<file path="src/spi_slave_shifter.sv">
//~~~~~~~~~~~~~~~~~~~~~~~~~~~~~~~~~~~~~~~~~~~~~~~~~~~~~~~~~~~~~~~~~~~~~~~~~~
// SPI mode 0 slave sampled in the clk domain
// SCK high and low phases must each last at least 4 clk cycles
//~~~~~~~~~~~~~~~~~~~~~~~~~~~~~~~~~~~~~~~~~~~~~~~~~~~~~~~~~~~~~~~~~~~~~~~~~~
`timescale 1ns/1ns
`default_nettype none

module spi_slave_shifter (
	input logic clk,
	input logic reset,
	input logic sck,
	input logic cs_n,
	input logic mosi,
	output logic miso,
	output logic selected,
	output logic rx_strobe,
	output logic [7:0] rx_byte,
	output logic rx_first,
	input logic [7:0] tx_byte
);
	// two flops per pin, third sck stage for edge detect
	logic [2:0] sck_sync;
	logic [1:0] cs_sync;
	logic [1:0] mosi_sync;
	logic sck_rise;
	logic sck_fall;
	logic [2:0] bit_cnt;
	logic [6:0] rx_shift;
	logic [7:0] tx_shift;
	logic first_pending;

	assign selected = ~cs_sync[1];
	assign sck_rise = sck_sync[1] & ~sck_sync[2];
	assign sck_fall = ~sck_sync[1] & sck_sync[2];

	always_ff @(posedge clk) begin
		if (reset) begin
			sck_sync <= '0;
			cs_sync <= '1;
			mosi_sync <= '0;
		end else begin
			sck_sync <= {sck_sync[1:0], sck};
			cs_sync <= {cs_sync[0], cs_n};
			mosi_sync <= {mosi_sync[0], mosi};
		end
	end

	// bit framing restarts whenever chip select is released
	always_ff @(posedge clk) begin
		if (reset || !selected) begin
			bit_cnt <= 3'd0;
			first_pending <= 1'b1;
			rx_strobe <= 1'b0;
			rx_first <= 1'b0;
			tx_shift <= 8'hff;
			miso <= 1'b1;
		end else begin
			rx_strobe <= 1'b0;
			if (sck_rise) begin
				bit_cnt <= bit_cnt + 3'd1;
				if (bit_cnt == 3'd7) begin
					rx_strobe <= 1'b1;
					rx_first <= first_pending;
					first_pending <= 1'b0;
				end
			end
			// byte boundary, msb of the next byte goes out right away
			if (sck_fall) begin
				if (bit_cnt == 3'd0) begin
					miso <= tx_byte[7];
					tx_shift <= {tx_byte[6:0], 1'b1};
				end else begin
					miso <= tx_shift[7];
					tx_shift <= {tx_shift[6:0], 1'b1};
				end
			end
		end
	end

	// mosi is aligned with sck_sync[1]
	always_ff @(posedge clk) begin
		if (sck_rise) begin
			rx_shift <= {rx_shift[5:0], mosi_sync[1]};
			if (bit_cnt == 3'd7)
				rx_byte <= {rx_shift, mosi_sync[1]};
		end
	end

endmodule

`default_nettype wire

</file>
<file path="config.mk">
export PLATFORM = sky130hd
export DESIGN_NAME = spi_slave_shifter
export DESIGN_NICKNAME = d
export VERILOG_FILES = /design/src/spi_slave_shifter.sv
export SDC_FILE = /design/constraint.sdc
export NUM_CORES = 1
export LEC_CHECK = 0
export BUFFER_PORTS_ARGS = -buffer_cell sky130_fd_sc_hd__buf_2
export CAP_MARGIN = 20
export CORE_MARGIN = 5
export CORE_UTILIZATION = 55
export CTS_BUF_LIST = sky130_fd_sc_hd__clkbuf_4 sky130_fd_sc_hd__clkbuf_8
export DETAILED_ROUTE_END_ITERATION = 6
export PLACE_DENSITY = 0.91
export SLEW_MARGIN = 20
export SYNTH_ARGS = -nofsm -noshare
export SYNTH_HDL_FRONTEND = slang
export SYNTH_SLANG_ARGS = --single-unit
</file>
<file path="constraint.sdc">
create_clock -name clk -period 1.68 [get_ports clk]
set_clock_uncertainty 0.05 [all_clocks]
set_input_delay 0.084 -clock clk [delete_from_list [all_inputs] [get_ports clk]]
set_output_delay 0.084 -clock clk [all_outputs]
set_load 0.005 [all_outputs]
</file>
==> impl_metrics.env <==
export IMPL_synthesis_area_um2=1290
export IMPL_critical_path_slowest_cell="dfxtp_1"
export IMPL_critical_path_endpoint_type="flop"
export IMPL_grt_pass1_vias=827
export IMPL_synth_top_area_share=0.350
export IMPL_antenna_violations_before_repair=0
export IMPL_timing_fmax_mhz=674
export IMPL_peakVddDrop_uv=715
export IMPL_timing_setup_tns_ns=0
export IMPL_drtAntennaViolNets=0
export IMPL_yosys_top_cells_area="edfxtp_1 35%, dfxtp_1 33%, mux2i_1 7.0%"
export IMPL_run_status="completed"
export IMPL_relSlewSlack=0.771
export IMPL_layout_area_growth_over_synthesis_pct=25.4
export IMPL_drt_total_wl_um=2150
export IMPL_portBuffers=24
export IMPL_start_util=0.577
export IMPL_cts_setup_buffers=0
export IMPL_layout_common_cells="24 x buf_2, 21 x dfxtp_1, 15 x edfxtp_1"
export IMPL_wl_per_cell_um=13.2
export IMPL_fp_dieArea_um2=3410
export IMPL_dp_hpwl_um=1330
export IMPL_setup_slack_ns=0.197
export IMPL_initialDrtViolationCount=12
export IMPL_slew_viol_final=0
export IMPL_synthSimpleGateAreaFrac=0.131
export IMPL_die_h_um=58.4
export IMPL_floorplan_rows=17
export IMPL_crit_path_start_kind="flop"
export IMPL_core_region_area_um2=2230
export IMPL_hold_path_class="flop to flop"
export IMPL_placement_setup_worst_slack_ns=0.199
export IMPL_timing_final_hold_violations=0
export IMPL_placedCellCount=141
export IMPL_numCtsBuffers=5
export IMPL_yosys_mux_area_fraction=0.0699
export IMPL_syn_mean_instance_area_um2=14.3
export IMPL_globalRoute_totalOverflow=0
export IMPL_power_density_nw_per_um2=877
export IMPL_post_cts_resize_count=0
export IMPL_synthDominantAreaCellType="edfxtp_1"
export IMPL_minimum_hold_slack_ns=0.382
export IMPL_gr_usage_all_layers=0.147
export IMPL_cp_top_family="flip-flops"
export IMPL_num_nets_final=149
export IMPL_grt_pass1_wl_um=3550
export IMPL_yosys_register_bits=36
export IMPL_worst_slew_pin_slew_ns=0.344
export IMPL_clk_transition_reported_paths_ns=0.10
export IMPL_synth_compound_gate_area_share=0.0553
export IMPL_critical_path_n_buffers_inverters=1
export IMPL_synth_fa_ha_area_frac=0.0291
export IMPL_cts_root_buf="clkbuf_4"
export IMPL_gp_routability_congestion=0.693
export IMPL_post_drt_via_cell_ratio=4.85
export IMPL_clockBufferDepth=2
export IMPL_post_route_cells_drive_above_1_share=0.313
export IMPL_critPathKind="flop to flop"
export IMPL_xor_xnor_share_of_the_synthesized_area=0.00680
export IMPL_rsz0062_at_grt="no"
export IMPL_h_tree_depth=2
export IMPL_drv_cap=0
export IMPL_post_cts_hold_buffer_count=13
export IMPL_via_count=791
export IMPL_timing_critical_path_cells="ha_1 > ha_1 > nand3b_1 > inv_1"
export IMPL_tritoncts_clock_tree="yes"
export IMPL_layout_cells_excl_fill=163
export IMPL_leakagePower_nw=0.715
export IMPL_dominant_combinational_cell_family_by_area_after_synthesis="simple AND/OR/NAND/NOR gates"
export IMPL_period_minus_slack_ns=1.48
export IMPL_cp_common_cell="ha_1"
export IMPL_worst_path_largest_cell_delay_ns=0.38
export IMPL_drtPass1Iterations=4
export IMPL_post_route_period_util=0.883
export IMPL_die_width_um=58.4
export IMPL_setup_viol=0
export IMPL_design_portCount=25
export IMPL_syn_inst=90
export IMPL_syn_nets=106
export IMPL_timing_critical_path_fanout_max=8
export IMPL_yosys_cell_types_count=22
export IMPL_data_required_time_of_the_critical_path_ns=1.64
export IMPL_clock_insertion_delay_worst_skew_ns=0.33
export IMPL_drcViolationCount=0
export IMPL_n_fill_cell=148
export IMPL_largest_net_degree_at_the_start_of_global_routing=12
export IMPL_cp_data_arrival_time_ns=1.44
export IMPL_ys_seq_area_frac=0.676
export IMPL_final_common_cell="buf_2"
export IMPL_synthesis_yosys_warnings=0
export IMPL_clkSinkCount=36
metal layers:
layer	routed length (um)	vias up	share of wire	track usage
li1	-	399	-	-
met1	865	363	0.40	0.153
met2	1060	21	0.49	0.236
met3	149	8	0.069	0.0658
met4	72	0	0.033	0.103
met5	0	-	0	0
sequential cells by signal (all words and copies together), names as in the netlist:
signal,flops
rx_byte,8
miso,1
bit_cnt,3
rx_first,1
cs_sync,2
rx_shift,7
rx_strobe,1
sck_sync,3
mosi_sync,2
first_pending,1
tx_shift,7
stage by stage:
stage	area [um^2]	power (mW)	util
2_1_floorplan	1290	0.977	-
3_3_place_gp	1430	0.996	0.641
3_5_place_dp	1430	0.999	0.641
4_1_cts	1610	1.44	0.723
5_1_grt	1610	1.48	0.723
6_report	1620	1.42	0.724
final timing paths:
check	slack (ns)	startpoint	depth (start not counted)	end
hold reg to reg	0.38	mosi_sync[1]	0	rx_byte[0]
setup reg to reg	0.20	bit_cnt[0]	4	rx_byte[0]
hold / removal	0.38	mosi_sync[1]	0	rx_byte[0]
setup / recovery	0.20	bit_cnt[0]	4	rx_byte[0]
cell usage after synthesis:
library cell  number
a21oi_1            1
a2bb2oi_1          7
and2b_2            5
buf_4              2
buf_6              1
dfxtp_1           21
edfxtp_1          15
ha_1               3
inv_1              4
mux2i_1            9
nand2_1            4
nand2b_4           1
nand3_1            1
nand3b_1           1
nor2_1             5
nor2_8             1
nor2b_1            3
nor3b_1            1
o21ai_1            1
or2_1              1
or2_2              2
xnor2_1            1
power by group:
group	internal (mW)	total [mW]	switching, mW
clock network	0.153	0.415	0.262
registers	0.923	0.930	0.00716
logic	0.0471	0.0721	0.0250
logic make-up (layout without fill, tap and decap cells):
family	count (synthesis)	after routing
multiplexers	9	9
buffers and inverters	7	51
AO/OA/AOI/OAI	9	9
flip-flops	36	36
other	0	1
XOR/XNOR	1	1
AND/OR/NAND/NOR	25	25
adder cells (fa/ha/maj)	3	3
area by class of cell:
class                           instances  area [um^2]  share of cell area
Clock buffer                            5         37.5              0.0232
Timing Repair Buffer                   39          265               0.164
Sequential cell                        36          871               0.539
Multi-Input combinational cell         47          377               0.233
Tap cell                               28         35.0              0.0217
Inverter                                4         15.0             0.00929
Clock inverter                          3         13.8             0.00851
Antenna cell                            1         2.50             0.00155
Power figures use the tool's default switching activity.
