**src/spiemu_consts.svh**
```systemverilog
//~~~~~~~~~~~~~~~~~~~~~~~~~~~~~~~~~~~~~~~~~~~~~~~~~~~~~~~~~~~~~~~~~~~~~~~~~~
// sizes and register map for the SPI flash emulator
// image size must be a power of two, SPI and host addresses wrap within it
//~~~~~~~~~~~~~~~~~~~~~~~~~~~~~~~~~~~~~~~~~~~~~~~~~~~~~~~~~~~~~~~~~~~~~~~~~~
`ifndef SPIEMU_CONSTS_SVH
`define SPIEMU_CONSTS_SVH

// 4 KiB image
`define SPIEMU_IMG_ADDR_BITS 12

// command log, depth must be a power of two and fit a 4 bit count
`define SPIEMU_LOG_DEPTH 8
`define SPIEMU_LOG_PTR_BITS 3

// AXI4-Lite register offsets
`define SPIEMU_REG_PTR 32'h0
`define SPIEMU_REG_DATA 32'h4
`define SPIEMU_REG_LOG_STAT 32'h8
`define SPIEMU_REG_LOG_DATA 32'hc

`endif
```
**src/flash_pkg.sv**
```systemverilog
//~~~~~~~~~~~~~~~~~~~~~~~~~~~~~~~~~~~~~~~~~~~~~~~~~~~~~~~~~~~~~~~~~~~~~~~~~~
// flash command, image memory request and command log types
//~~~~~~~~~~~~~~~~~~~~~~~~~~~~~~~~~~~~~~~~~~~~~~~~~~~~~~~~~~~~~~~~~~~~~~~~~~
`default_nettype none
`include "spiemu_consts.svh"

package flash_pkg;

	// only the plain read is served, anything else is just logged
	typedef enum logic [7:0] {
		OP_READ = 8'h03
	} flash_opcode_e;

	// opcode in the top byte, address msb first behind it
	typedef struct packed {
		flash_opcode_e opcode;
		logic [23:0] addr;
	} cmd_fields_t;

	// one header word seen either as fields or as wire bytes
	// bytes[0] is the first byte on the wire and sits in bits 31:24
	typedef union packed {
		cmd_fields_t cmd;
		logic [0:3][7:0] bytes;
	} cmd_header_u;

	// single byte access to the image RAM
	typedef struct packed {
		logic valid;
		logic write;
		logic [`SPIEMU_IMG_ADDR_BITS-1:0] addr;
		logic [7:0] wdata;
	} mem_req_t;

	// log status word as seen by the host
	typedef struct packed {
		logic [26:0] zero;
		logic overflow;
		logic [3:0] count;
	} log_status_t;

endpackage

`default_nettype wire

```
**src/axil_pkg.sv**
```systemverilog
//~~~~~~~~~~~~~~~~~~~~~~~~~~~~~~~~~~~~~~~~~~~~~~~~~~~~~~~~~~~~~~~~~~~~~~~~~~
// AXI4-Lite channel bundles, 32 bit address and data, no prot signals
//~~~~~~~~~~~~~~~~~~~~~~~~~~~~~~~~~~~~~~~~~~~~~~~~~~~~~~~~~~~~~~~~~~~~~~~~~~
`default_nettype none

package axil_pkg;

	// response codes
	typedef enum logic [1:0] {
		RESP_OKAY = 2'b00,
		RESP_EXOKAY = 2'b01,
		RESP_SLVERR = 2'b10,
		RESP_DECERR = 2'b11
	} axil_resp_e;

	// master to slave
	typedef struct packed {
		logic [31:0] awaddr;
		logic awvalid;
		logic [31:0] wdata;
		logic [3:0] wstrb;
		logic wvalid;
		logic bready;
		logic [31:0] araddr;
		logic arvalid;
		logic rready;
	} axil_req_t;

	// slave to master
	typedef struct packed {
		logic awready;
		logic wready;
		axil_resp_e bresp;
		logic bvalid;
		logic arready;
		logic [31:0] rdata;
		axil_resp_e rresp;
		logic rvalid;
	} axil_rsp_t;

endpackage

`default_nettype wire

```
**src/axil_host_port.sv**
```systemverilog
//~~~~~~~~~~~~~~~~~~~~~~~~~~~~~~~~~~~~~~~~~~~~~~~~~~~~~~~~~~~~~~~~~~~~~~~~~~
// AXI4-Lite slave, one transaction at a time, wstrb is not decoded
// DATA accesses wait for the image RAM, which is held off while CS is low
//~~~~~~~~~~~~~~~~~~~~~~~~~~~~~~~~~~~~~~~~~~~~~~~~~~~~~~~~~~~~~~~~~~~~~~~~~~
`timescale 1ns/1ns
`default_nettype none
`include "spiemu_consts.svh"

module axil_host_port (
	input logic clk,
	input logic reset,
	input axil_pkg::axil_req_t axil_req,
	output axil_pkg::axil_rsp_t axil_rsp,
	output flash_pkg::mem_req_t mem_req,
	input logic mem_grant,
	input logic [7:0] mem_rdata,
	output logic log_pop,
	output logic log_clear,
	input logic [31:0] log_head,
	input flash_pkg::log_status_t log_stat
);
	logic [`SPIEMU_IMG_ADDR_BITS-1:0] ptr;
	logic req_valid;
	logic req_write;
	logic [7:0] req_wdata;
	logic rd_wait;
	logic idle;
	logic wr_accept;
	logic rd_accept;
	logic bvalid;
	logic rvalid;
	axil_pkg::axil_resp_e bresp;
	axil_pkg::axil_resp_e rresp;
	logic [31:0] rdata;

	// nothing in flight and no response waiting
	assign idle = !req_valid && !rd_wait && !bvalid && !rvalid;
	// address and data are taken in the same cycle, writes first
	assign wr_accept = idle && axil_req.awvalid && axil_req.wvalid;
	assign rd_accept = idle && axil_req.arvalid && !wr_accept;

	always_ff @(posedge clk) begin
		if (reset) begin
			ptr <= '0;
			req_valid <= 1'b0;
			rd_wait <= 1'b0;
			bvalid <= 1'b0;
			rvalid <= 1'b0;
			log_pop <= 1'b0;
			log_clear <= 1'b0;
		end else begin
			log_pop <= 1'b0;
			log_clear <= 1'b0;
			rd_wait <= 1'b0;
			if (bvalid && axil_req.bready)
				bvalid <= 1'b0;
			if (rvalid && axil_req.rready)
				rvalid <= 1'b0;
			if (wr_accept) begin
				if (axil_req.awaddr == `SPIEMU_REG_PTR)
					ptr <= axil_req.wdata[`SPIEMU_IMG_ADDR_BITS-1:0];
				if (axil_req.awaddr == `SPIEMU_REG_DATA)
					req_valid <= 1'b1;
				else
					bvalid <= 1'b1;
			end
			if (rd_accept) begin
				case (axil_req.araddr)
					`SPIEMU_REG_DATA: req_valid <= 1'b1;
					`SPIEMU_REG_LOG_STAT: begin
						rvalid <= 1'b1;
						log_clear <= 1'b1;
					end
					`SPIEMU_REG_LOG_DATA: begin
						rvalid <= 1'b1;
						log_pop <= log_stat.count != 4'd0;
					end
					default: rvalid <= 1'b1;
				endcase
			end
			// DATA access granted, pointer steps on either direction
			if (req_valid && mem_grant) begin
				req_valid <= 1'b0;
				ptr <= ptr + 1'b1;
				if (req_write)
					bvalid <= 1'b1;
				else
					rd_wait <= 1'b1;
			end
			if (rd_wait)
				rvalid <= 1'b1;
		end
	end

	always_ff @(posedge clk) begin
		if (wr_accept) begin
			req_write <= 1'b1;
			req_wdata <= axil_req.wdata[7:0];
			// log registers ignore writes, anything past them is unmapped
			if (axil_req.awaddr <= `SPIEMU_REG_LOG_DATA && axil_req.awaddr[1:0] == 2'b00)
				bresp <= axil_pkg::RESP_OKAY;
			else
				bresp <= axil_pkg::RESP_SLVERR;
		end
		if (rd_accept) begin
			req_write <= 1'b0;
			rresp <= axil_pkg::RESP_OKAY;
			case (axil_req.araddr)
				`SPIEMU_REG_PTR: rdata <= {{(32 - `SPIEMU_IMG_ADDR_BITS){1'b0}}, ptr};
				`SPIEMU_REG_DATA: rdata <= 32'h0;
				`SPIEMU_REG_LOG_STAT: rdata <= log_stat;
				`SPIEMU_REG_LOG_DATA: rdata <= (log_stat.count != 4'd0) ? log_head : 32'h0;
				default: begin
					rdata <= 32'h0;
					rresp <= axil_pkg::RESP_SLVERR;
				end
			endcase
		end
		if (rd_wait)
			rdata <= {24'h0, mem_rdata};
	end

	always_comb begin
		axil_rsp.awready = wr_accept;
		axil_rsp.wready = wr_accept;
		axil_rsp.bresp = bresp;
		axil_rsp.bvalid = bvalid;
		axil_rsp.arready = rd_accept;
		axil_rsp.rdata = rdata;
		axil_rsp.rresp = rresp;
		axil_rsp.rvalid = rvalid;
		mem_req.valid = req_valid;
		mem_req.write = req_write;
		mem_req.addr = ptr;
		mem_req.wdata = req_wdata;
	end

endmodule

`default_nettype wire

```
**config.mk**
```make
export PLATFORM = sky130hd
export DESIGN_NAME = axil_host_port
export DESIGN_NICKNAME = d
export VERILOG_FILES = /design/src/flash_pkg.sv /design/src/axil_pkg.sv /design/src/axil_host_port.sv
export VERILOG_INCLUDE_DIRS = /design/src
export SDC_FILE = /design/constraint.sdc
export NUM_CORES = 1
export LEC_CHECK = 0
export BUFFER_PORTS_ARGS = -buffer_cell sky130_fd_sc_hd__buf_2
export CAP_MARGIN = 20
export CORE_ASPECT_RATIO = 0.7
export CORE_MARGIN = 10
export CORE_UTILIZATION = 42
export DETAILED_ROUTE_END_ITERATION = 8
export GPL_TIMING_DRIVEN = 0
export PLACE_DENSITY_LB_ADDON = 0.12
export SLEW_MARGIN = 40
export SYNTH_ARGS = -nofsm -noshare
export SYNTH_HDL_FRONTEND = slang
export SYNTH_SLANG_ARGS = --single-unit
```
**constraint.sdc**
```tcl
create_clock -name clk -period 4.9 [get_ports clk]
set_input_delay 0.49 -clock clk [delete_from_list [all_inputs] [get_ports clk]]
set_output_delay 0.49 -clock clk [all_outputs]
set_load 0.1 [all_outputs]
```
==> out/results.txt <==
Outcome - completed
Ys flop type - dfxtp_1
RSZ-0062 raised after global routing - false
TritonRoute pass-1 iters - 5
Max-cap viol count - 0
Largest net degree at the start of global routing - 14
Post-route ant nets - 0
Clk_lat worst skew - 0.34 ns
Mapped cell area - 2960 um^2
Post-synth EDFFs - 18
Post-DP HPWL - 9720 um
Max Freq - 360 MHz
Gr usage total - 20.7%
CTS Root Cell - clkbuf_8
Clock Pin Slew Worst Setup and Hold Paths - 0.07 ns
Seq/Total Area, Yosys - 47.3%
Regs by FF count - rdata (32), ptr (12), req_wdata (8)
Netlist cell types - 41
Die X - 120 um
Vias in the first global route - 3,495
Synth cell count leaders - 43 x dfxtp_1, 40 x nand2_1, 34 x o21ai_0
Signal arrival time at the worst endpoint - 2.29 ns
Die Span Y - 90.3 um
Synthesized area per cell - 9.41 um^2
Pwr Density - 263 nW/um^2
WL/cell - 18.1 um
Critical path class - flop to primary output
Post-CTS Hold Fix Bufs - 0
Final setup fails - 0
Critical Path Source Type - flop
Total of warnings raised by yosys - 0
Post-CTS Setup Bufs - 0
TNS Setup - 0 ns
Number of diodes - 0
Seq cells post-synth - 61
Clock Skew - 0.0127 ns
Fin. Hold Viols - 0
I/O pin total - 245
CP max FO - 13
Worst slew pin tran - 0.742 ns
GRT overflow - 0
Critical Path RT - 4.41 ns
CTS sink cnt - 61
Final period util - 56.8%
Slew headroom - 50.5%
Die area - 10,900 um^2
Antenna violations before repair - 1
Initial Util - 43.5%
Routed WL - 11,600 um
Worst vdd ir - 128 uV
Initial DRC count - 145
CTS resizes - 0
Gpl congestion - 0.900
Max FFs per register - 32
Share of the synthesized area in the top cell type - 29.0%
Vias per cell - 5.16
Port Buffer Count - 216
Top area cells in the synthesized netlist - dfxtp_1 29%, edfxtp_1 18%, o21ai_0 5.7%
P_leak - 2.06 nW
CTS Buf Count - 9
Core Box Area - 6820 um^2
P&R area growth vs syn - 46.1%
Row cnt - 25
Top-count cell post-synth - dfxtp_1
First-pass GRT wire length - 18,100 um
Drc violations - 0
Share of layout cells above drive strength 1 - 46.0%
CTS tree - yes
DR vias - 3,312
Final min period - 2.78 ns
Min Hold Slack - 0.336 ns
# H-tree levels - 3
Async SR Flop Fraction - 0%
Top reg by flops - rdata
HP Class - input pin to flop
Nets - 724
Final Worst Setup Slack - 2.12 ns
Element type at the critical path end - primary output
Fin. max-slew vios - 0
Clock Tree Buf Depth - 2
Post-synthesis cell count - 315
Pre-CTS WS - 2.45 ns
Dominant cell type by area after synthesis - dfxtp_1
[per-stage QoR]
stage | cells | power, mW | utilization, % | instance area [um^2]
floorplan | 316 | 0.680 | - | 2970
global placement | 626 | 0.765 | 61.1 | 4170
detailed placement | 626 | 0.769 | 61.1 | 4170
CTS | 642 | 1.15 | 63.5 | 4330
global route | 642 | 1.19 | 63.5 | 4330
finish | 642 | 1.14 | 63.5 | 4330
[path summary, 6_finish.rpt]
check / start / endpoint / slack, ns / cells past startpoint
setup / recovery: req_valid$_SDFF_PP0_ / axil_rsp[39] / 2.12 / 5
hold / removal: axil_req[46] / req_wdata[6]$_DFFE_PP_ / 0.34 / 1
setup reg to reg: req_valid$_SDFF_PP0_ / rdata[4]$_DFFE_PP_ / 2.57 / 6
hold reg to reg: rdata[28]$_SDFFE_PP0P_ / rdata[28]$_SDFFE_PP0P_ / 0.45 / 2
[cells by family after synthesis]
group                      Yosys count  synth area share [%]
muxes                               16                  5.40
adders and majority gates            1                 0.422
and+or+nand+nor                    108                  19.1
xor gates and xnor gates             1                 0.296
other                                1                 0.127
DFF                                 61                  47.3
AOI/OAI and AO/OA                   90                  21.1
buffers and inverters               37                  6.20
[area by class of cell]
| cell class | instances | area (um^2) |
|---|---|---|
| buffer | 28 | 150 |
| tap | 94 | 118 |
| sequential | 61 | 1400 |
| clock buffer | 13 | 149 |
| timing repair buffer | 216 | 1080 |
| clock inverter | 3 | 15.0 |
| inverter | 9 | 33.8 |
| multi-input combinational | 218 | 1380 |
| fill | 630 | 2490 |
[where the power goes]
group	internal (mW)	switching [mW]	total, mW
clock network	0.195	0.188	0.383
logic	0.0749	0.151	0.225
registers	0.529	0.00365	0.532
total	0.799	0.342	1.14
[per-layer routing]
metal / track usage [%] / part of all wire, % / up-vias
met2: 35.7 / 50 / 147
met3: 9.56 / 12 / 12
met4: 3.51 / 0.95 / 2
met1: 22.9 / 37 / 1527
li1: - / - / 1624
met5: 0 / 0.060 / -
[critical path, cell delays in order (launching register included)]
cell and delay [ns]:
dfxtp_1 0.36, nor4_2 0.37, nand3_2 0.18, inv_1 0.42, buf_4 0.19, buf_2 0.42
[cells in the final DEF (no fill, tap or decap), types with 2 or more instances in the layout]
cell type	Yosys	final
a211oi_1	6	6
a21oi_1	6	6
and3b_1	2	2
a22o_1	12	12
mux2i_1	16	16
o21ai_0	34	34
nand3_1	5	5
buf_2	0	216
nor3_1	4	4
clkbuf_1	17	20
nand2_1	40	40
dfxtp_1	43	43
clkinv_2	0	3
buf_4	10	10
nor2b_1	4	4
inv_1	9	9
conb_1	1	2
a22oi_1	20	20
edfxtp_1	18	18
a31o_2	2	2
and3_1	4	4
a2111oi_2	4	4
and2_1	3	3
clkbuf_8	0	10
or2_2	2	2
nor4_1	17	17
nor2_1	14	14
nand4_1	6	6
Note: power is estimated with default switching activity, not from simulation.
