### config.mk
export PLATFORM = sky130hd
export DESIGN_NAME = cmd_log_fifo
export DESIGN_NICKNAME = d
export VERILOG_FILES = /design/src/flash_pkg.sv /design/src/cmd_log_fifo.sv
export VERILOG_INCLUDE_DIRS = /design/src
export SDC_FILE = /design/constraint.sdc
export NUM_CORES = 1
export LEC_CHECK = 0
export ABC_AREA = 1
export BUFFER_PORTS_ARGS = -buffer_cell sky130_fd_sc_hd__buf_2
export CAP_MARGIN = 20
export CORE_MARGIN = 5
export CORE_UTILIZATION = 47
export DETAILED_ROUTE_END_ITERATION = 10
export GPL_ROUTABILITY_DRIVEN = 0
export GPL_TIMING_DRIVEN = 0
export HOLD_SLACK_MARGIN = 0.03
export PLACE_DENSITY = 0.69
export SYNTH_ARGS = -nofsm -noshare
export SYNTH_HDL_FRONTEND = slang
export SYNTH_SLANG_ARGS = --single-unit
### constraint.sdc
create_clock -name clk -period 3.3 [get_ports clk]
set_input_delay 0.66 -clock clk [delete_from_list [all_inputs] [get_ports clk]]
set_output_delay 0.66 -clock clk [all_outputs]
set_load 0.01 [all_outputs]
### src/spiemu_consts.svh
//~~~~~~~~~~~~~~~~~~~~~~~~~~~~~~~~~~~~~~~~~~~~~~~~~~~~~~~~~~~~~~~~~~~~~~~~~~
// sizes and register map for the SPI flash emulator
// image size must be a power of two, SPI and host addresses wrap within it
//~~~~~~~~~~~~~~~~~~~~~~~~~~~~~~~~~~~~~~~~~~~~~~~~~~~~~~~~~~~~~~~~~~~~~~~~~~
`ifndef SPIEMU_CONSTS_SVH
`define SPIEMU_CONSTS_SVH

// 4 KiB image
`define SPIEMU_IMG_ADDR_BITS 12

// command log, depth must be a power of two and fit a 4 bit count
`define SPIEMU_LOG_DEPTH 8
`define SPIEMU_LOG_PTR_BITS 3

// AXI4-Lite register offsets
`define SPIEMU_REG_PTR 32'h0
`define SPIEMU_REG_DATA 32'h4
`define SPIEMU_REG_LOG_STAT 32'h8
`define SPIEMU_REG_LOG_DATA 32'hc

`endif
### src/flash_pkg.sv
//~~~~~~~~~~~~~~~~~~~~~~~~~~~~~~~~~~~~~~~~~~~~~~~~~~~~~~~~~~~~~~~~~~~~~~~~~~
// flash command, image memory request and command log types
//~~~~~~~~~~~~~~~~~~~~~~~~~~~~~~~~~~~~~~~~~~~~~~~~~~~~~~~~~~~~~~~~~~~~~~~~~~
`default_nettype none
`include "spiemu_consts.svh"

package flash_pkg;

	// only the plain read is served, anything else is just logged
	typedef enum logic [7:0] {
		OP_READ = 8'h03
	} flash_opcode_e;

	// opcode in the top byte, address msb first behind it
	typedef struct packed {
		flash_opcode_e opcode;
		logic [23:0] addr;
	} cmd_fields_t;

	// one header word seen either as fields or as wire bytes
	// bytes[0] is the first byte on the wire and sits in bits 31:24
	typedef union packed {
		cmd_fields_t cmd;
		logic [0:3][7:0] bytes;
	} cmd_header_u;

	// single byte access to the image RAM
	typedef struct packed {
		logic valid;
		logic write;
		logic [`SPIEMU_IMG_ADDR_BITS-1:0] addr;
		logic [7:0] wdata;
	} mem_req_t;

	// log status word as seen by the host
	typedef struct packed {
		logic [26:0] zero;
		logic overflow;
		logic [3:0] count;
	} log_status_t;

endpackage

`default_nettype wire

### src/cmd_log_fifo.sv
//~~~~~~~~~~~~~~~~~~~~~~~~~~~~~~~~~~~~~~~~~~~~~~~~~~~~~~~~~~~~~~~~~~~~~~~~~~
// command header log, a push while full is dropped and flags overflow
//~~~~~~~~~~~~~~~~~~~~~~~~~~~~~~~~~~~~~~~~~~~~~~~~~~~~~~~~~~~~~~~~~~~~~~~~~~
`timescale 1ns/1ns
`default_nettype none
`include "spiemu_consts.svh"

module cmd_log_fifo (
	input logic clk,
	input logic reset,
	input logic push,
	input flash_pkg::cmd_header_u push_word,
	input logic pop,
	output logic [31:0] head,
	output flash_pkg::log_status_t status,
	input logic clear_overflow
);
	logic [31:0] mem [0:`SPIEMU_LOG_DEPTH-1];
	logic [`SPIEMU_LOG_PTR_BITS-1:0] wr_ptr;
	logic [`SPIEMU_LOG_PTR_BITS-1:0] rd_ptr;
	logic [3:0] count;
	logic overflow;
	logic do_push;
	logic do_pop;

	assign do_push = push && count != `SPIEMU_LOG_DEPTH;
	assign do_pop = pop && count != 4'd0;

	always_ff @(posedge clk) begin
		if (reset) begin
			wr_ptr <= '0;
			rd_ptr <= '0;
			count <= 4'd0;
			overflow <= 1'b0;
		end else begin
			if (do_push)
				wr_ptr <= wr_ptr + 1'b1;
			if (do_pop)
				rd_ptr <= rd_ptr + 1'b1;
			count <= count + {3'd0, do_push} - {3'd0, do_pop};
			// a dropped entry wins over a clear in the same cycle
			if (push && !do_push)
				overflow <= 1'b1;
			else if (clear_overflow)
				overflow <= 1'b0;
		end
	end

	always_ff @(posedge clk) begin
		if (do_push)
			mem[wr_ptr] <= push_word;
	end

	assign head = mem[rd_ptr];
	assign status = '{zero: 27'd0, overflow: overflow, count: count};

endmodule

`default_nettype wire

==> flow_summary.ini, run 1 <==
[run_status]
outcome = finished, final reports clean

[cells_and_area]
finalInstanceArea_mm2 = 0.01351
drive_gt1_frac = 0.1441
seqCellArea_mm2 = 0.007968
area_growth_pct = 16.83
nFillCells = 2099
multi_input_area_mm2 = 0.002985
nNetsFinal = 1321

[grt]
grt_max_degree = 26
grt_overflow_total = 0
grt_pass1_vias = 7526
antenna_found_initial = 0
track_usage = 0.1814
grt_pass1_wl_mm = 40.41

[power_and_ir_drop]
p_leak_uw = 0.005961
pwr-share-clk = 0.306
switching_share = 0.3124
p_switching_uw = 2953
p_int_uw = 6500
seqPwrFrac = 0.431
comb_power_share = 0.263
ir_worst_vdd_v = 0.0005221
power.total_uw = 9453
power_density_mw_per_mm2 = 699.6

[clocking]
cts_setup_buffers = 0
hold_buffers = 0
numCtsBuffers = 28
root_buffer = clkbuf_16
cts_max_path_buffers = 3
clock_latency_ns = 0.53
clock-sinks = 270
ctsResizeCount = 0
path_clk_slew_ns = 0.06
cts.htree.levels = 1
cts_tree = built

[timing]
fmax_mhz = 361.3
setup_viol = 0
drv_slew = 0
finalSetupTns_ns = 0
relSlewSlack = 0.5608
hold_violations = 0
fin_crit_ns = 2.768
rsz0062_at_grt = false
finalClockSkew_ns = 0.01527
tightestPinTransition_ns = 0.6589
min_period_over_period = 0.8388

[worst_setup_path]
arrival_ns = 2.11
critPathCaptureType = primary output
worstPathRequired_ns = 2.64
regToRegStartpoint = count[2]$_SDFF_PP0_
path_class = flop to primary output
crit_fanout = 10
start_kind = flop

[floorplanning]
core.rowCount = 57
initial_core_util = 0.4770
die-area_mm2 = 0.02785
ios = 101
die_h_um = 166.9
die_w_um = 166.9
core-area_mm2 = 0.02425

[detailed_routing]
via_count = 7766
drt-initial-drc-count = 529
wire_per_inst_um = 15.87
dr.pass1.iters = 5
drtAntennaViolNets = 0
drc_errors = 0
routed_wl_mm = 25.76
via_per_inst = 4.785

[synth]
syn_area_per_cell_um2 = 10.15
synth.distinct_cells = 18
ys_warn_count = 0
yosysSeqAreaShare = 0.6889
ys_ff_latch = 270
synthCells = 1140
netlist_area_mm2 = 0.01157

[placed_design]
place_area_mm2 = 0.01266
hpwl_mm = 16.36
io_buffers = 72

[hold_path]
min_path_type = input pin to flop
hp-start = clear_overflow

[job]
maxCapViolCount = 0
==> power groups by stage <==
stage               registers, uW  logic [uW]  clock network [uW]
detailed placement           4140        2500                   0
global route                 4090        2830                3080
global placement             4160        2390                   0
finish                       4070        2490                2890
CTS                          4070        2520                2950
floorplan                    4150        1590                   0
==> worst max-delay path: stages (launching register included) <==
cell      delay [ns]
dfxtp_1         0.30
clkbuf_1        0.20
inv_1           0.20
clkbuf_1        0.49
nand2_1         0.11
nand2_1         0.14
buf_2           0.15
==> metal layers <==
metal | up-vias | part of all wire | wire length, um | track usage
met4 | 0 | 0.015 | 380 | 0.03913
li1 | 3864 | - | - | -
met3 | 31 | 0.071 | 1830 | 0.03437
met5 | - | 0 | 0 | 0
met2 | 241 | 0.49 | 12550 | 0.3133
met1 | 3630 | 0.43 | 11000 | 0.2407
==> layout make-up <==
| type | instances | area share |
|---|---|---|
| inverters | 80 | 0.02222 |
| multi-input cells | 739 | 0.2209 |
| diodes | 1 | 0.0001852 |
| flip-flops and latches | 270 | 0.5896 |
| repair buffers | 80 | 0.03963 |
| plain buffers | 77 | 0.03481 |
| clock buffers | 40 | 0.05676 |
| clock inverters | 12 | 0.005833 |
| well taps | 324 | 0.03000 |
==> worst paths after layout <==
path / cells past startpoint / endpoint / slack, ns
max: 6 / head[2] / 0.53
max reg2reg: 7 / mem[2][21]$_DFFE_PP_ / 0.98
min: 4 / overflow$_SDFFE_PP0P_ / 0.40
min reg2reg: 2 / overflow$_SDFFE_PP0P_ / 0.47
==> registers in the layout (all words and copies together), names as in the netlist, named ones only <==
name,cells
overflow,1
mem,256
count,4
rd_ptr,3
wr_ptr,3
==> logic make-up (layout without fill, tap and decap cells) <==
group / count (synthesis) / after routing / synth area share
buffers and inverters: 157 / 289 / 0.06664
other: 1 / 28 / 0.0003242
AOI/OAI and AO/OA: 9 / 9 / 0.003894
DFF: 270 / 270 / 0.6889
xor gates and xnor gates: 1 / 1 / 0.0007574
and+or+nand+nor: 694 / 694 / 0.2302
adders and majority gates: 8 / 8 / 0.009303
==> metrics by stage <==
stage / hold WS (ns) / utilization / cells / setup slack (ns)
after floorplan: 0.4436 / - / 1166 / 0.3587
after CTS: 0.3811 / 0.5572 / 1622 / 0.4801
after global routing: 0.3958 / 0.5572 / 1622 / 0.3775
final: 0.4020 / 0.5573 / 1623 / 0.5319
after detailed placement: 0.4666 / 0.5223 / 1570 / 0.9029
after global placement: 0.4543 / 0.5126 / 1562 / -0.9380
==> synthesized netlist by cell type (all sizes together) <==
cell    number  share of area
clkbuf       7         0.0023
fa           1         0.0017
ha           7         0.0076
nor2        19         0.0062
edfxtp     256           0.66
conb         1        0.00032
xnor2        1        0.00076
nand2      632           0.21
nand3       41          0.018
or2          1        0.00054
buf         70          0.038
dfxtp       14          0.024
a21oi        9         0.0039
inv         80          0.026
nand3b       1        0.00065
==> layout by cell type (no fill, tap or decap) <==
master and instances:
edfxtp_1 256, dfxtp_1 14, nand2_1 632, conb_1 27, nand3b_1 1, clkinv_2 2, xnor2_1 1, inv_1 78
clkbuf_16 29, clkinv_1 8, buf_4 41, bufinv_16 1, a21oi_1 9, buf_16 2, diode_2 1, nor2_4 8
or2_2 1, fa_1 1, clkinv_4 1, buf_12 6, buf_2 94, inv_2 2, clkbuf_1 18, ha_1 7
nand3_1 41, nor2_1 11, buf_1 7
No activity file was read; power rests on OpenSTA's default activity.
==> run 2, diff against run 1 <==
--- a/config.mk
+++ b/config.mk
@@ -15,7 +15,7 @@
 export GPL_ROUTABILITY_DRIVEN = 0
 export GPL_TIMING_DRIVEN = 0
 export HOLD_SLACK_MARGIN = 0.03
-export PLACE_DENSITY = 0.69
+export PLACE_DENSITY = 0.72
 export SYNTH_ARGS = -nofsm -noshare
 export SYNTH_HDL_FRONTEND = slang
 export SYNTH_SLANG_ARGS = --single-unit
==> constraint.sdc (replaced) <==
create_clock -name clk -period 2.4 [get_ports clk]
set_input_delay 0.48 -clock clk [delete_from_list [all_inputs] [get_ports clk]]
set_output_delay 0.48 -clock clk [all_outputs]
set_load 0.01 [all_outputs]
==> flow_summary.ini, run 2 (synthesis gave the netlist of run 1 again) <==
[clocking]
numCtsBuffers = 26
clock_latency_ns = 0.52
cts.htree.levels = 1
root_buffer = clkbuf_16
cts_tree = built
clock-sinks = 270
cts_setup_buffers = 0
path_clk_slew_ns = 0.06
cts_max_path_buffers = 3

[grt]
track_usage = 0.1802
grt_overflow_total = 0
grt_max_degree = 33
grt_pass1_vias = 7745
grt_pass1_wl_mm = 40.18
antenna_found_initial = 0

[power_and_ir_drop]
power_density_mw_per_mm2 = 977.3
power.total_uw = 13400
ir_worst_vdd_v = 0.0007379
p_leak_uw = 0.006055

[floorplanning]
die_w_um = 166.9
die_h_um = 166.9
ios = 101
die-area_mm2 = 0.02785
initial_core_util = 0.4770
core.rowCount = 57
core-area_mm2 = 0.02425

[run_status]
outcome = finished, final reports clean

[timing]
hold_violations = 0
min_period_over_period = 0.9756
relSlewSlack = 0.5351
rsz0062_at_grt = true
finalClockSkew_ns = 0.01006
drv_slew = 0
setup_viol = 0
tightestPinTransition_ns = 0.6957
fmax_mhz = 427.1
fin_crit_ns = 2.342
finalSetupTns_ns = 0

[worst_setup_path]
cp_top_family = buffers and inverters
regToRegStartpoint = count[2]$_SDFF_PP0_
worstPathCellList = inv_2 > buf_12 > buf_6 > nand2_1 > nand2_1 > nand2_1 > nand2_1 > nand2_1 > nand2_1 > buf_2
crit_fanout = 10
worstPathRequired_ns = 1.92
slowest_stage = dfxtp_4
reg2reg_slack_ns = 0.21
r2r_cells = 7
arrival_ns = 1.86
path_class = flop to primary output
r2r_end = mem[0][16]$_DFFE_PP_
start_kind = flop
critPathCaptureType = primary output
critical_path.max_stage_delay_ns = 0.36
cp_num_buf_inv = 4
crit_path_frequent_cell = nand2_1

[cells_and_area]
biggestRegsByFlops = mem x256, count x4
drive_gt1_frac = 0.1627
nNetsFinal = 1318
largest_reg_flops = 256
regMostFlops = mem
area_growth_pct = 18.52
antenna_cells = 0
final_cell_mix = nand2_1, edfxtp_1, inv_1, buf_2, nand3_1
fin_util = 0.5653
final_common_cell = nand2_1
nFillCells = 1998

[hold_path]
hp-start = clear_overflow
worstHoldEndpoint = overflow$_SDFFE_PP0P_
min_path_cells = 4
min_path_type = input pin to flop

[detailed_routing]
dr.pass1.iters = 5
routed_wl_mm = 26.19
drc_errors = 0
wire_per_inst_um = 16.22
drtAntennaViolNets = 0
via_count = 7838
via_per_inst = 4.853
drt-initial-drc-count = 641

[job]
maxCapViolCount = 0

[placed_design]
io_buffers = 72
hpwl_mm = 15.87
==> run 2: cell types whose count changed in the layout (fill, tap and decap cells not counted), sizes merged <==
cell      delta
clkinvlp     +1
nor2         +1
buf          -6
clkinv       +2
bufinv       +3
diode        -1
clkbuf       -8
==> run 2: final cells by class <==
| cell class | instances | area [um^2] | area share |
|---|---|---|---|
| buffer | 76 | 644.4 | 0.04701 |
| clock buffer | 28 | 679.4 | 0.04956 |
| clock inverter | 18 | 181.4 | 0.01323 |
| inverter | 80 | 300.3 | 0.02191 |
| multi-input combinational | 740 | 3009 | 0.2195 |
| sequential | 270 | 7973 | 0.5816 |
| tap | 324 | 405.4 | 0.02957 |
| timing repair buffer | 79 | 515.5 | 0.03761 |
==> run 2: worst max-delay path by stage <==
stage | endpoint | depth (start not counted) | slack [ns]
2_1_floorplan | mem[1][0]$_DFFE_PP_ | 5 | -0.30
3_3_place_gp | mem[7][16]$_DFFE_PP_ | 5 | -1.42
6_report | head[0] | 10 | 0.06
4_1_cts | head[26] | 7 | 0.004
5_1_grt | head[0] | 10 | -0.04
3_5_place_dp | mem[0][16]$_DFFE_PP_ | 6 | -0.16
==> run 2: tightest hold or removal path, cell delays in order <==
cell     delay (ns)
buf_2          0.08
inv_1          0.03
nand2_1        0.05
a21oi_1        0.05
==> run 2: power by group <==
group	switching, uW	internal, uW
combinational	2380	1300
sequential	104	5510
clock	1660	2460
total	4140	9260
==> run 2: metrics by stage <==
stage / cells / worst slack, ns / area (um^2) / hold WS [ns]
after detailed placement: 1566 / -0.1646 / 12580 / 0.4635
final: 1615 / 0.05848 / 13710 / 0.2176
after global placement: 1562 / -1.416 / 12460 / 0.4542
after global routing: 1615 / -0.03978 / 13710 / 0.2298
after CTS: 1611 / 0.004316 / 13510 / 0.2139
after floorplan: 1166 / -0.3018 / 11690 / 0.4436
==> run 2: per-layer routing <==
| metal | routed length (um) | up-vias | share of wire | track usage |
|---|---|---|---|---|
| met5 | 0 | - | 0 | 0 |
| met4 | 562 | 0 | 0.021 | 0.04767 |
| met3 | 1935 | 42 | 0.074 | 0.02749 |
| met2 | 12980 | 292 | 0.50 | 0.3207 |
| met1 | 10720 | 3645 | 0.41 | 0.2311 |
| li1 | - | 3859 | - | - |
==> run 2: what timing repair did <==
action                                  in CTS  in global routing
endpoints found under the setup margin     160                 58
cloned                                       0                  1
endpoints found under the hold margin        0                  0
resized for setup                           34                 40
hold buffers                                 0                  0
