--- config.mk ---
export PLATFORM = sky130hd
export DESIGN_NAME = flash_read_engine
export DESIGN_NICKNAME = d
export VERILOG_FILES = /design/src/flash_pkg.sv /design/src/flash_read_engine.sv
export VERILOG_INCLUDE_DIRS = /design/src
export SDC_FILE = /design/constraint.sdc
export NUM_CORES = 1
export LEC_CHECK = 0
export ABC_AREA = 1
export BUFFER_PORTS_ARGS = -buffer_cell sky130_fd_sc_hd__clkbuf_2
export CORE_MARGIN = 2
export CORE_UTILIZATION = 50
export CTS_CLUSTER_DIAMETER = 120
export DETAILED_ROUTE_END_ITERATION = 12
export PLACE_DENSITY = 0.87
export SETUP_SLACK_MARGIN = 0.05
export SLEW_MARGIN = 15
export SYNTH_ARGS = -nofsm -noshare
export SYNTH_HDL_FRONTEND = slang
export SYNTH_SLANG_ARGS = --single-unit
--- constraint.sdc ---
create_clock -name clk -period 3 [get_ports clk]
set_clock_uncertainty 0.1 [all_clocks]
set_input_delay 0.3 -clock clk [delete_from_list [all_inputs] [get_ports clk]]
set_output_delay 0.3 -clock clk [all_outputs]
set_load 0.005 [all_outputs]
--- src/spiemu_consts.svh ---
//~~~~~~~~~~~~~~~~~~~~~~~~~~~~~~~~~~~~~~~~~~~~~~~~~~~~~~~~~~~~~~~~~~~~~~~~~~
// sizes and register map for the SPI flash emulator
// image size must be a power of two, SPI and host addresses wrap within it
//~~~~~~~~~~~~~~~~~~~~~~~~~~~~~~~~~~~~~~~~~~~~~~~~~~~~~~~~~~~~~~~~~~~~~~~~~~
`ifndef SPIEMU_CONSTS_SVH
`define SPIEMU_CONSTS_SVH

// 4 KiB image
`define SPIEMU_IMG_ADDR_BITS 12

// command log, depth must be a power of two and fit a 4 bit count
`define SPIEMU_LOG_DEPTH 8
`define SPIEMU_LOG_PTR_BITS 3

// AXI4-Lite register offsets
`define SPIEMU_REG_PTR 32'h0
`define SPIEMU_REG_DATA 32'h4
`define SPIEMU_REG_LOG_STAT 32'h8
`define SPIEMU_REG_LOG_DATA 32'hc

`endif
--- src/flash_pkg.sv ---
//~~~~~~~~~~~~~~~~~~~~~~~~~~~~~~~~~~~~~~~~~~~~~~~~~~~~~~~~~~~~~~~~~~~~~~~~~~
// flash command, image memory request and command log types
//~~~~~~~~~~~~~~~~~~~~~~~~~~~~~~~~~~~~~~~~~~~~~~~~~~~~~~~~~~~~~~~~~~~~~~~~~~
`default_nettype none
`include "spiemu_consts.svh"

package flash_pkg;

	// only the plain read is served, anything else is just logged
	typedef enum logic [7:0] {
		OP_READ = 8'h03
	} flash_opcode_e;

	// opcode in the top byte, address msb first behind it
	typedef struct packed {
		flash_opcode_e opcode;
		logic [23:0] addr;
	} cmd_fields_t;

	// one header word seen either as fields or as wire bytes
	// bytes[0] is the first byte on the wire and sits in bits 31:24
	typedef union packed {
		cmd_fields_t cmd;
		logic [0:3][7:0] bytes;
	} cmd_header_u;

	// single byte access to the image RAM
	typedef struct packed {
		logic valid;
		logic write;
		logic [`SPIEMU_IMG_ADDR_BITS-1:0] addr;
		logic [7:0] wdata;
	} mem_req_t;

	// log status word as seen by the host
	typedef struct packed {
		logic [26:0] zero;
		logic overflow;
		logic [3:0] count;
	} log_status_t;

endpackage

`default_nettype wire

--- src/flash_read_engine.sv ---
//~~~~~~~~~~~~~~~~~~~~~~~~~~~~~~~~~~~~~~~~~~~~~~~~~~~~~~~~~~~~~~~~~~~~~~~~~~
// serves opcode 0x03 from the image, other opcodes return 0xff bytes
// expects the memory grant whenever selected and data one cycle later
//~~~~~~~~~~~~~~~~~~~~~~~~~~~~~~~~~~~~~~~~~~~~~~~~~~~~~~~~~~~~~~~~~~~~~~~~~~
`timescale 1ns/1ns
`default_nettype none
`include "spiemu_consts.svh"

module flash_read_engine (
	input logic clk,
	input logic reset,
	input logic selected,
	input logic rx_strobe,
	input logic [7:0] rx_byte,
	input logic rx_first,
	output logic [7:0] tx_byte,
	output flash_pkg::mem_req_t mem_req,
	input logic mem_grant,
	input logic [7:0] mem_rdata,
	output logic log_push,
	output flash_pkg::cmd_header_u log_word
);
	// header position of the next byte, 4 once the header is complete
	logic [2:0] byte_cnt;
	logic [2:0] hdr_idx;
	logic is_read;
	logic req_valid;
	logic rd_pending;
	logic [`SPIEMU_IMG_ADDR_BITS-1:0] rd_addr;
	flash_pkg::cmd_header_u hdr;
	flash_pkg::cmd_header_u hdr_next;

	// the first byte after select always starts a new header
	assign hdr_idx = rx_first ? 3'd0 : byte_cnt;

	// header with the received byte dropped into its slot
	always_comb begin
		hdr_next = hdr;
		hdr_next.bytes[hdr_idx[1:0]] = rx_byte;
	end

	always_ff @(posedge clk) begin
		if (reset || !selected) begin
			byte_cnt <= 3'd0;
			is_read <= 1'b0;
			req_valid <= 1'b0;
			rd_pending <= 1'b0;
			log_push <= 1'b0;
			// idle bytes and header bytes read as 0xff
			tx_byte <= 8'hff;
		end else begin
			log_push <= 1'b0;
			rd_pending <= req_valid && mem_grant;
			if (req_valid && mem_grant)
				req_valid <= 1'b0;
			// RAM data lands one cycle after the grant
			if (rd_pending)
				tx_byte <= mem_rdata;
			if (rx_strobe) begin
				if (hdr_idx != 3'd4)
					byte_cnt <= hdr_idx + 3'd1;
				if (hdr_idx == 3'd0)
					is_read <= hdr_next.cmd.opcode == flash_pkg::OP_READ;
				// last address byte, log the header and fetch data byte 0
				if (hdr_idx == 3'd3) begin
					log_push <= hdr_next != '0;
					req_valid <= is_read;
				end
				// each data byte clocked out prefetches the following one
				if (hdr_idx == 3'd4)
					req_valid <= is_read;
			end
		end
	end

	// header and read address, address wraps at the image end
	always_ff @(posedge clk) begin
		if (rx_strobe && hdr_idx != 3'd4)
			hdr <= hdr_next;
		if (rx_strobe && hdr_idx == 3'd3)
			rd_addr <= hdr_next.cmd.addr[`SPIEMU_IMG_ADDR_BITS-1:0];
		else if (rx_strobe && hdr_idx == 3'd4)
			rd_addr <= rd_addr + 1'b1;
	end

	// log_push is high the cycle after hdr took its last byte
	assign log_word = hdr;

	always_comb begin
		mem_req.valid = req_valid;
		mem_req.write = 1'b0;
		mem_req.addr = rd_addr;
		mem_req.wdata = 8'h00;
	end

endmodule

`default_nettype wire

==> run summary, run 1 <==
Cell Rows: 27
final setup TNS: 0 ns
Netlist Area Pre-Place: 0.00294 mm²
clk_lat worst skew: 0.34 ns
GRT overflow: 0
startpoint types: register
Global Route met3 Usage: 7.64%
Critical-path top delay cell: inv_1
Util after Layout: 63.2%
outcome: finished, final reports clean
CP top delay family: buffers and inverters
Gate Count Post-Synth: 338
global-route wire length before repair: 11,400 µm
WP data arrival: 2.23 ns
Die X: 80.7 µm
kind of critical path: register to register
clock buffer depth: 2
layout cells sized above 1: 25.4%
commonest non-fill, non-tap cell in the layout: nand2_1
# hold bufs at CTS: 0
Max Freq: 436 MHz
met2 GRT Util: 37.6%
maximum vdd ir drop: 0.314 mV
Setup Fix Bufs, Post-CTS: 0
final wirelength: 7240 µm
Worst Tran Pin Value: 0.856 ns
CP Cell Sequence: inv_1 -> nor2_1 -> inv_1 -> ha_1 -> nand3_1 -> nand2_1 -> inv_1 -> buf_12
final hold vios: 0
all-layer global routing usage: 23.9%
Yosys reg bits: 59
Post-Synth Adder-Cell Area: 2.55%
Die Y: 80.7 µm
Total Nets Final: 445
CTS root buffer: clkbuf_8
slowest cell delay on critical path: 0.39 ns
Slew Viols, Final: 0
Power Dens Cells: 534 mW/mm²
minimum clock period: 2.29 ns
Initial Util: 52.4%
core area: 0.00561 mm²
Rel. slew slack: 42.7%
CP most frequent cell: inv_1
Synth Area in Simple Gates: 29.4%
peak fanout along the critical path: 24
Synth cell types: 27
worst min path class: input port to register
HPWL after detailed placement: 5190 µm
maxcap violations: 0
Ys Warns: 0
DR pass1 iterations: 4
number of placed I/O pins: 85
Leakage: 0.00166 µW
# fillers: 472
XOR/XNOR Fraction of Synth Area: 1.49%
setup violators final: 0
post_cts resized: 0
drt drc: 0
Num CTS Buffers: 9
CP endpoint kind: register
fin crit share: 76.4%
largest family of logic cells by synthesized area: simple AND/OR/NAND/NOR gates
ant diodes: 0
largest net degree at the start of global routing: 25
register area share after synthesis: 55.2%
WL/cell: 14.7 µm
Compound-Gate Fraction of Synth Area: 3.83%
GR Util met1: 29.4%
post-synthesis mux area share: 0%
vias in the first global route: 2,456
clock-pin transition on the worst setup and hold timing paths: 0.07 ns
Buf/Inv on CP: 4
worst path required time: 2.94 ns
H-Tree Level Count: 3
Placer Congestion: 0.831
Via density: 5.18
Vias: 2,560
RSZ-0062 raised after global routing: no
commonest non-fill, non-tap cells in the layout: nand2_1, clkbuf_2, edfxtp_1, nor2_1
CTS tree: built
grt peak-use layer: met2
ANT nets after route: 0
initial antenna violation count: 0
P&R area growth vs syn: 20.6%
Die Area: 0.00651 mm²
Mean Syn Cell Area: 8.70 µm²
IO buf count: 75
clock sink count: 59
Iter 0 DRT Violations: 249
worst paths after layout:
kind,from,to,slack [ns],depth (start not counted)
min,mem_rdata[2],tx_byte[2]$_SDFFE_PP1P_,0.08,3
min reg2reg,byte_cnt[0]$_SDFFE_PP0P_,byte_cnt[0]$_SDFFE_PP0P_,0.36,2
max reg2reg,byte_cnt[0]$_SDFFE_PP0P_,log_word[8]$_DFFE_PP_,0.71,8
max,byte_cnt[0]$_SDFFE_PP0P_,log_word[8]$_DFFE_PP_,0.71,8
stage by stage:
step | std cells | hold slack (ns) | setup WS (ns) | instance area [µm²] | power (µW)
2_1_floorplan | 346 | 0.319 | 0.777 | 2970 | 1050
3_3_place_gp | 478 | 0.349 | 0.828 | 3330 | 1110
3_5_place_dp | 478 | 0.349 | 0.703 | 3330 | 1120
4_1_cts | 494 | 0.0653 | 0.747 | 3540 | 1900
5_1_grt | 494 | 0.0645 | 0.605 | 3540 | 1970
6_report | 494 | 0.0759 | 0.709 | 3540 | 1890
power breakdown:
part	total, µW	switching, µW	internal (µW)
clock	787	323	464
combinational	166	107	59.4
sequential	940	21.3	919
total	1890	451	1440
cell type report:
class	instances	area, µm²	share of cell area [%]
Timing Repair Buffer	77	403	11.4
Clock buffer	9	124	3.50
Inverter	20	82.6	2.33
Multi-Input combinational cell	250	1130	31.9
Sequential cell	59	1620	45.8
Tap cell	72	90.1	2.54
Clock inverter	7	92.6	2.61
logic make-up (layout without fill, tap and decap cells):
family,count (synthesis),after routing
compound gates,20,20
xor+xnor,5,5
fa+ha+maj,6,6
buf+inv,37,113
flops,59,59
other cells,1,9
simple gates,210,210
Yosys cell counts:
cell        n  area share (%)
a21oi_1     4            0.68
a31oi_1     3            0.64
buf_4      11             2.8
buf_6       4             1.5
clkbuf_1    2            0.26
conb_1      1            0.13
dfxtp_1    15              10
edfxtp_1   44              45
ha_1        6             2.6
inv_1      15             1.9
inv_2       2            0.26
inv_4       3            0.64
nand2_1   150              19
nand2_2     7             1.5
nand3_1    14             2.4
nand3b_1    2            0.51
nand4_1     3            0.64
nor2_1     31             4.0
nor3_1      1            0.17
nor3_4      2             1.1
o211ai_1    1            0.26
o21ai_0     8             1.4
o21ai_1     2            0.34
o21ai_2     1            0.30
o21bai_1    1            0.26
xnor2_1     1            0.30
xor2_1      4             1.2
sequential cells by signal, summed over array words and instances, names as in the netlist:
name,count
log_push,1
rd_pending,1
is_read,1
rd_addr,12
byte_cnt,3
req_valid,1
log_word,32
tx_byte,8
layer usage:
| metal | vias up | part of all wire, % |
|---|---|---|
| met5 | - | 0 |
| met4 | 0 | 4.2 |
| met3 | 34 | 9.7 |
| met2 | 136 | 48 |
| met1 | 1148 | 38 |
| li1 | 1242 | - |
worst register-to-register path, stage by stage, from the launching register on:
cell     delay [ns]
dfxtp_1        0.31
inv_1          0.04
nor2_1         0.17
inv_1          0.11
ha_1           0.35
nand3_1        0.15
nand2_1        0.10
inv_1          0.39
buf_12         0.25
(Power assumes the default switching activity.)
==> run 2, diff against run 1 <==
Settings changed: CORE_UTILIZATION 50 to 47, PLACE_DENSITY 0.87 to 0.86.
Clock period 3 ns to 1.9 ns, I/O delays scaled along.
==> run summary, run 2 (synthesized netlist as in run 1, its figures left out) <==
Max Freq: 550 MHz
vias in the first global route: 2,505
final wirelength: 7870 µm
WL/cell: 15.2 µm
WP data arrival: 1.98 ns
Placer Congestion: 0.853
ANT nets after route: 0
largest net degree at the start of global routing: 36
maxcap violations: 0
GR Util met1: 27.4%
HPWL after detailed placement: 5290 µm
clock sink count: 59
Seq pwr share: 52.8%
Num CTS Buffers: 9
met2 GRT Util: 36.1%
maximum vdd ir drop: 0.468 mV
Die X: 83.1 µm
IO buf count: 75
switch share: 24.6%
internal power: 2120 µW
CP top delay family: buffers and inverters
global-route wire length before repair: 11,800 µm
ant diodes: 0
RSZ-0062 raised after global routing: no
H-Tree Level Count: 3
CTS root buffer: clkbuf_8
startpoint types: register
CP endpoint kind: register
Buf/Inv on CP: 5
layout cells sized above 1: 31.5%
design area: 0.00383 mm²
setup violators final: 0
placed cell area: 0.00341 mm²
clk_lat worst skew: 0.33 ns
number of placed I/O pins: 85
worst min path class: input port to register
Cell Rows: 28
Initial Util: 49.1%
Slew Viols, Final: 0
fin crit share: 95.6%
Critical-path top delay cell: dfxtp_2
clock buffer depth: 2
Iter 0 DRT Violations: 186
Via density: 5.25
Total Nets Final: 467
Vias: 2,726
Util after Layout: 64.0%
Clock Power Share: 36.0%
Power Dens Cells: 735 mW/mm²
GRT overflow: 0
drt drc: 0
CTS tree: built
total power: 2820 µW
initial antenna violation count: 0
Die Area: 0.00690 mm²
# fillers: 473
commonest non-fill, non-tap cells in the layout: nand2_1, clkbuf_2, edfxtp_1, nor2_1
Comb power frac: 11.2%
final hold vios: 0
clock-pin transition on the worst setup and hold timing paths: 0.06 ns
grt peak-use layer: met2
kind of critical path: register to register
minimum clock period: 1.82 ns
CP Cell Sequence: inv_2 -> nor2_4 -> inv_2 -> ha_4 -> buf_4 -> buf_4 -> nand2_1 -> o21ai_2 -> buf_12 -> nand3b_1 -> a21oi_1
core area: 0.00599 mm²
commonest non-fill, non-tap cell in the layout: nand2_1
peak fanout along the critical path: 14
Global Route met3 Usage: 3.98%
outcome: finished, final reports clean
sw power: 693 µW
Leakage: 0.00176 µW
slowest cell delay on critical path: 0.32 ns
Die Y: 83.1 µm
DR pass1 iterations: 5
all-layer global routing usage: 21.6%
P&R area growth vs syn: 30.4%
worst path required time: 2.06 ns
max reg flops: 32
run 2: cell count changes in the layout (fill, tap and decap cells not counted), sizes merged:
| cell | previous run | this run |
|---|---|---|
| buf | 2 | 14 |
| bufinv | 2 | 0 |
| clkbuf | 84 | 90 |
| clkinv | 3 | 2 |
| clkinvlp | 2 | 1 |
| dlygate4sd3 | 0 | 9 |
| inv | 20 | 19 |
run 2: worst paths after layout:
kind	start	endpoint	slack, ns	depth (start not counted)
setup / recovery	byte_cnt[0]$_SDFFE_PP0P_	req_valid$_SDFF_PP0_	0.08	11
hold / removal	rx_strobe	byte_cnt[2]$_SDFFE_PP0P_	0.1	3
setup reg to reg	byte_cnt[0]$_SDFFE_PP0P_	req_valid$_SDFF_PP0_	0.08	11
hold reg to reg	tx_byte[6]$_SDFFE_PP1P_	tx_byte[6]$_SDFFE_PP1P_	0.37	2
run 2: through the flow:
stage | hold slack (ns) | setup TNS (ns) | setup slack, ns | instances
finish | 0.0983 | 0 | 0.0830 | 519
floorplan | 0.209 | 0 | 0.0275 | 346
global placement | 0.299 | 0 | 0.0438 | 486
global route | 0.117 | 0 | 0.0332 | 519
detailed placement | 0.309 | -0.0221 | -0.0221 | 486
CTS | 0.0804 | 0 | 0.0850 | 511
run 2: area by class of cell:
cell class              count  area, µm²  share of cell area (%)
inverters                  20       88.8                    2.32
well taps                  75       93.8                    2.45
multi-input cells         250       1230                    32.0
clock inverters             2       10.0                   0.261
flip-flops and latches     59       1620                    42.4
clock buffers              14        163                    4.24
repair buffers             99        626                    16.3
run 2: routing by layer:
metal | up-vias | routed length [µm] | share of wire [%]
met1 | 1280 | 3090 | 39
met4 | 0 | 187 | 2.4
met2 | 149 | 3950 | 50
met5 | - | 0 | 0
li1 | 1280 | - | -
met3 | 17 | 646 | 8.2
run 2: power by group through the flow:
stage | clock network, µW | registers, µW | logic (µW)
2_1_floorplan | 0 | 1510 | 146
3_3_place_gp | 0 | 1510 | 252
3_5_place_dp | 0 | 1510 | 261
4_1_cts | 1020 | 1490 | 277
5_1_grt | 1070 | 1490 | 343
6_report | 1010 | 1490 | 315
run 2: repair_timing:
action	in CTS	in global routing
endpoints found under the setup margin	1	6
gates cloned	0	2
gates resized for setup	2	24
buffers inserted	0	6
pin swaps	0	9
hold buffers	9	0
hold endpoints to repair	9	0
run 2: worst reg2reg max path, cell delays in order, from the launching register on:
cell and delay (ns):
dfxtp_2 0.32, inv_2 0.04, nor2_4 0.14, inv_2 0.10, ha_4 0.20, buf_4 0.14, buf_4 0.13, nand2_1 0.08
o21ai_2 0.08, buf_12 0.15, nand3b_1 0.16, a21oi_1 0.12
==> run 3, diff against run 2 <==
Settings changed: CORE_MARGIN 2 to 10, MAX_ROUTING_LAYER from default to met4.
==> run summary, run 3 (synthesized netlist as in run 1, its figures left out) <==
Max Freq: 554 MHz
Hold Path Sink: byte_cnt[2]$_SDFFE_PP0P_
max reg flops: 32
fin crit share: 95.0%
worst path required time: 2.04 ns
CTS root buffer: clkbuf_8
maximum vdd ir drop: 0.456 mV
core area: 0.00599 mm²
CP Cell Sequence: inv_1 -> nor2_4 -> inv_4 -> ha_4 -> buf_12 -> nand2_1 -> nand2_1 -> nor2_2 -> nand2_1 -> nor2_1 -> nand2_1 -> nor2_1 -> nor2_1
RSZ-0062 raised after global routing: yes
clk_lat worst skew: 0.34 ns
final std cells w/o fill: 515
ant diodes: 0
Placer Congestion: 0.862
hold path start: rx_strobe
initial antenna violation count: 0
Die X: 99.1 µm
CP endpoint kind: register
CP top delay family: simple AND/OR/NAND/NOR gates
HPWL after detailed placement: 5810 µm
minimum clock period: 1.81 ns
commonest non-fill, non-tap cells in the layout: nand2_1, clkbuf_2, edfxtp_1, nor2_1, dfxtp_1
total power: 2930 µW
CP most frequent cell: nand2_1
Min Hold Slack: 0.0635 ns
commonest non-fill, non-tap cell in the layout: nand2_1
Iter 0 DRT Violations: 159
Hold Path Depth: 3
Buf/Inv on CP: 3
largest net degree at the start of global routing: 36
worst flop-to-flop path endpoint: log_push$_SDFF_PP0_
Reg-to-Reg Start: byte_cnt[0]$_SDFFE_PP0P_
Power Dens Cells: 765 mW/mm²
Leakage: 0.00175 µW
clock-pin transition on the worst setup and hold timing paths: 0.06 ns
Die Y: 99.1 µm
Slew Viols, Final: 0
Cell Rows: 28
Vias: 2,593
Worst Reg-to-Reg Cells: 13
peak fanout along the critical path: 11
pre-CTS setup slack: -0.0135 ns
worst min path class: input port to register
number of placed I/O pins: 85
Num CTS Buffers: 9
DR pass1 iterations: 4
clock sink count: 59
CTS tree: built
layout cells sized above 1: 30.9%
WP data arrival: 1.95 ns
R2R Setup Slk: 0.09 ns
slowest cell delay on critical path: 0.31 ns
Util after Layout: 64.0%
clock buffer depth: 2
drt drc: 0
Critical-path top delay cell: dfxtp_1
P&R area growth vs syn: 30.4%
Initial Util: 49.1%
Via density: 5.03
Placed Cells: 486
final wirelength: 7820 µm
Total Nets Final: 464
setup violators final: 0
setup ws final: 0.0946 ns
ANT nets after route: 0
global-route wire length before repair: 12,600 µm
WL/cell: 15.2 µm
maxcap violations: 0
kind of critical path: register to register
all-layer global routing usage: 16.2%
startpoint types: register
Die Area: 0.00982 mm²
IO buf count: 75
GRT overflow: 0
vias in the first global route: 2,606
H-Tree Level Count: 3
outcome: finished, final reports clean
final hold vios: 0
-- run 3: area by class of cell --
cell class              instances  area [µm²]
clock inverters                 1        5.00
fillers                       476        2160
repair buffers                 96         584
clock buffers                  14         194
flip-flops and latches         59        1620
inverters                      20        93.8
multi-input cells             250        1240
well taps                      75        93.8
-- run 3: power breakdown --
group          total (µW)  switching (µW)  internal, µW  leakage (µW)
logic                 311             182           129       0.00110
registers            1480            33.3          1450      0.000543
clock network        1130             483           651      0.000104
-- run 3: through the flow --
step	TNS [ns]	instance area, µm²
floorplan	0	3000
CTS	0	3710
detailed placement	-0.0135	3410
global placement	0	3410
global route	-0.0185	3830
finish	0	3830
-- run 3: timing repair --
action	4_1_cts	5_1_grt
setup buffers	0	5
cloned	0	0
hold buffers	9	0
endpoints found under the setup margin	3	20
hold endpoints to repair	9	0
gates resized for setup	2	23
pin swaps	0	12
-- run 3: routing by layer --
metal	GRT usage, %	vias up	wire, µm
li1	-	1274	-
met1	18.9	1202	3270
met2	25.3	99	3780
met3	4.75	18	623
met4	6.84	0	152
met5	-	-	0
-- run 3: worst max path at each step --
| stage | start | endpoint | slack, ns | cells past startpoint |
|---|---|---|---|---|
| 4_1_cts | byte_cnt[0]$_SDFFE_PP0P_ | log_push$_SDFF_PP0_ | 0.07 | 12 |
| 3_3_place_gp | rx_first | log_push$_SDFF_PP0_ | 0.04 | 14 |
| 5_1_grt | byte_cnt[0]$_SDFFE_PP0P_ | log_push$_SDFF_PP0_ | -0.02 | 13 |
| 2_1_floorplan | byte_cnt[0]$_SDFFE_PP0P_ | byte_cnt[1]$_SDFFE_PP0P_ | 0.03 | 10 |
| 3_5_place_dp | byte_cnt[0]$_SDFFE_PP0P_ | log_push$_SDFF_PP0_ | -0.01 | 12 |
| 6_report | byte_cnt[0]$_SDFFE_PP0P_ | log_push$_SDFF_PP0_ | 0.09 | 13 |
-- run 3: worst min-delay path: cells and delay by family --
family | cells | cell delay, ns
buffers and inverters | 2 | 0.19
AOI/OAI and AO/OA | 1 | 0.09
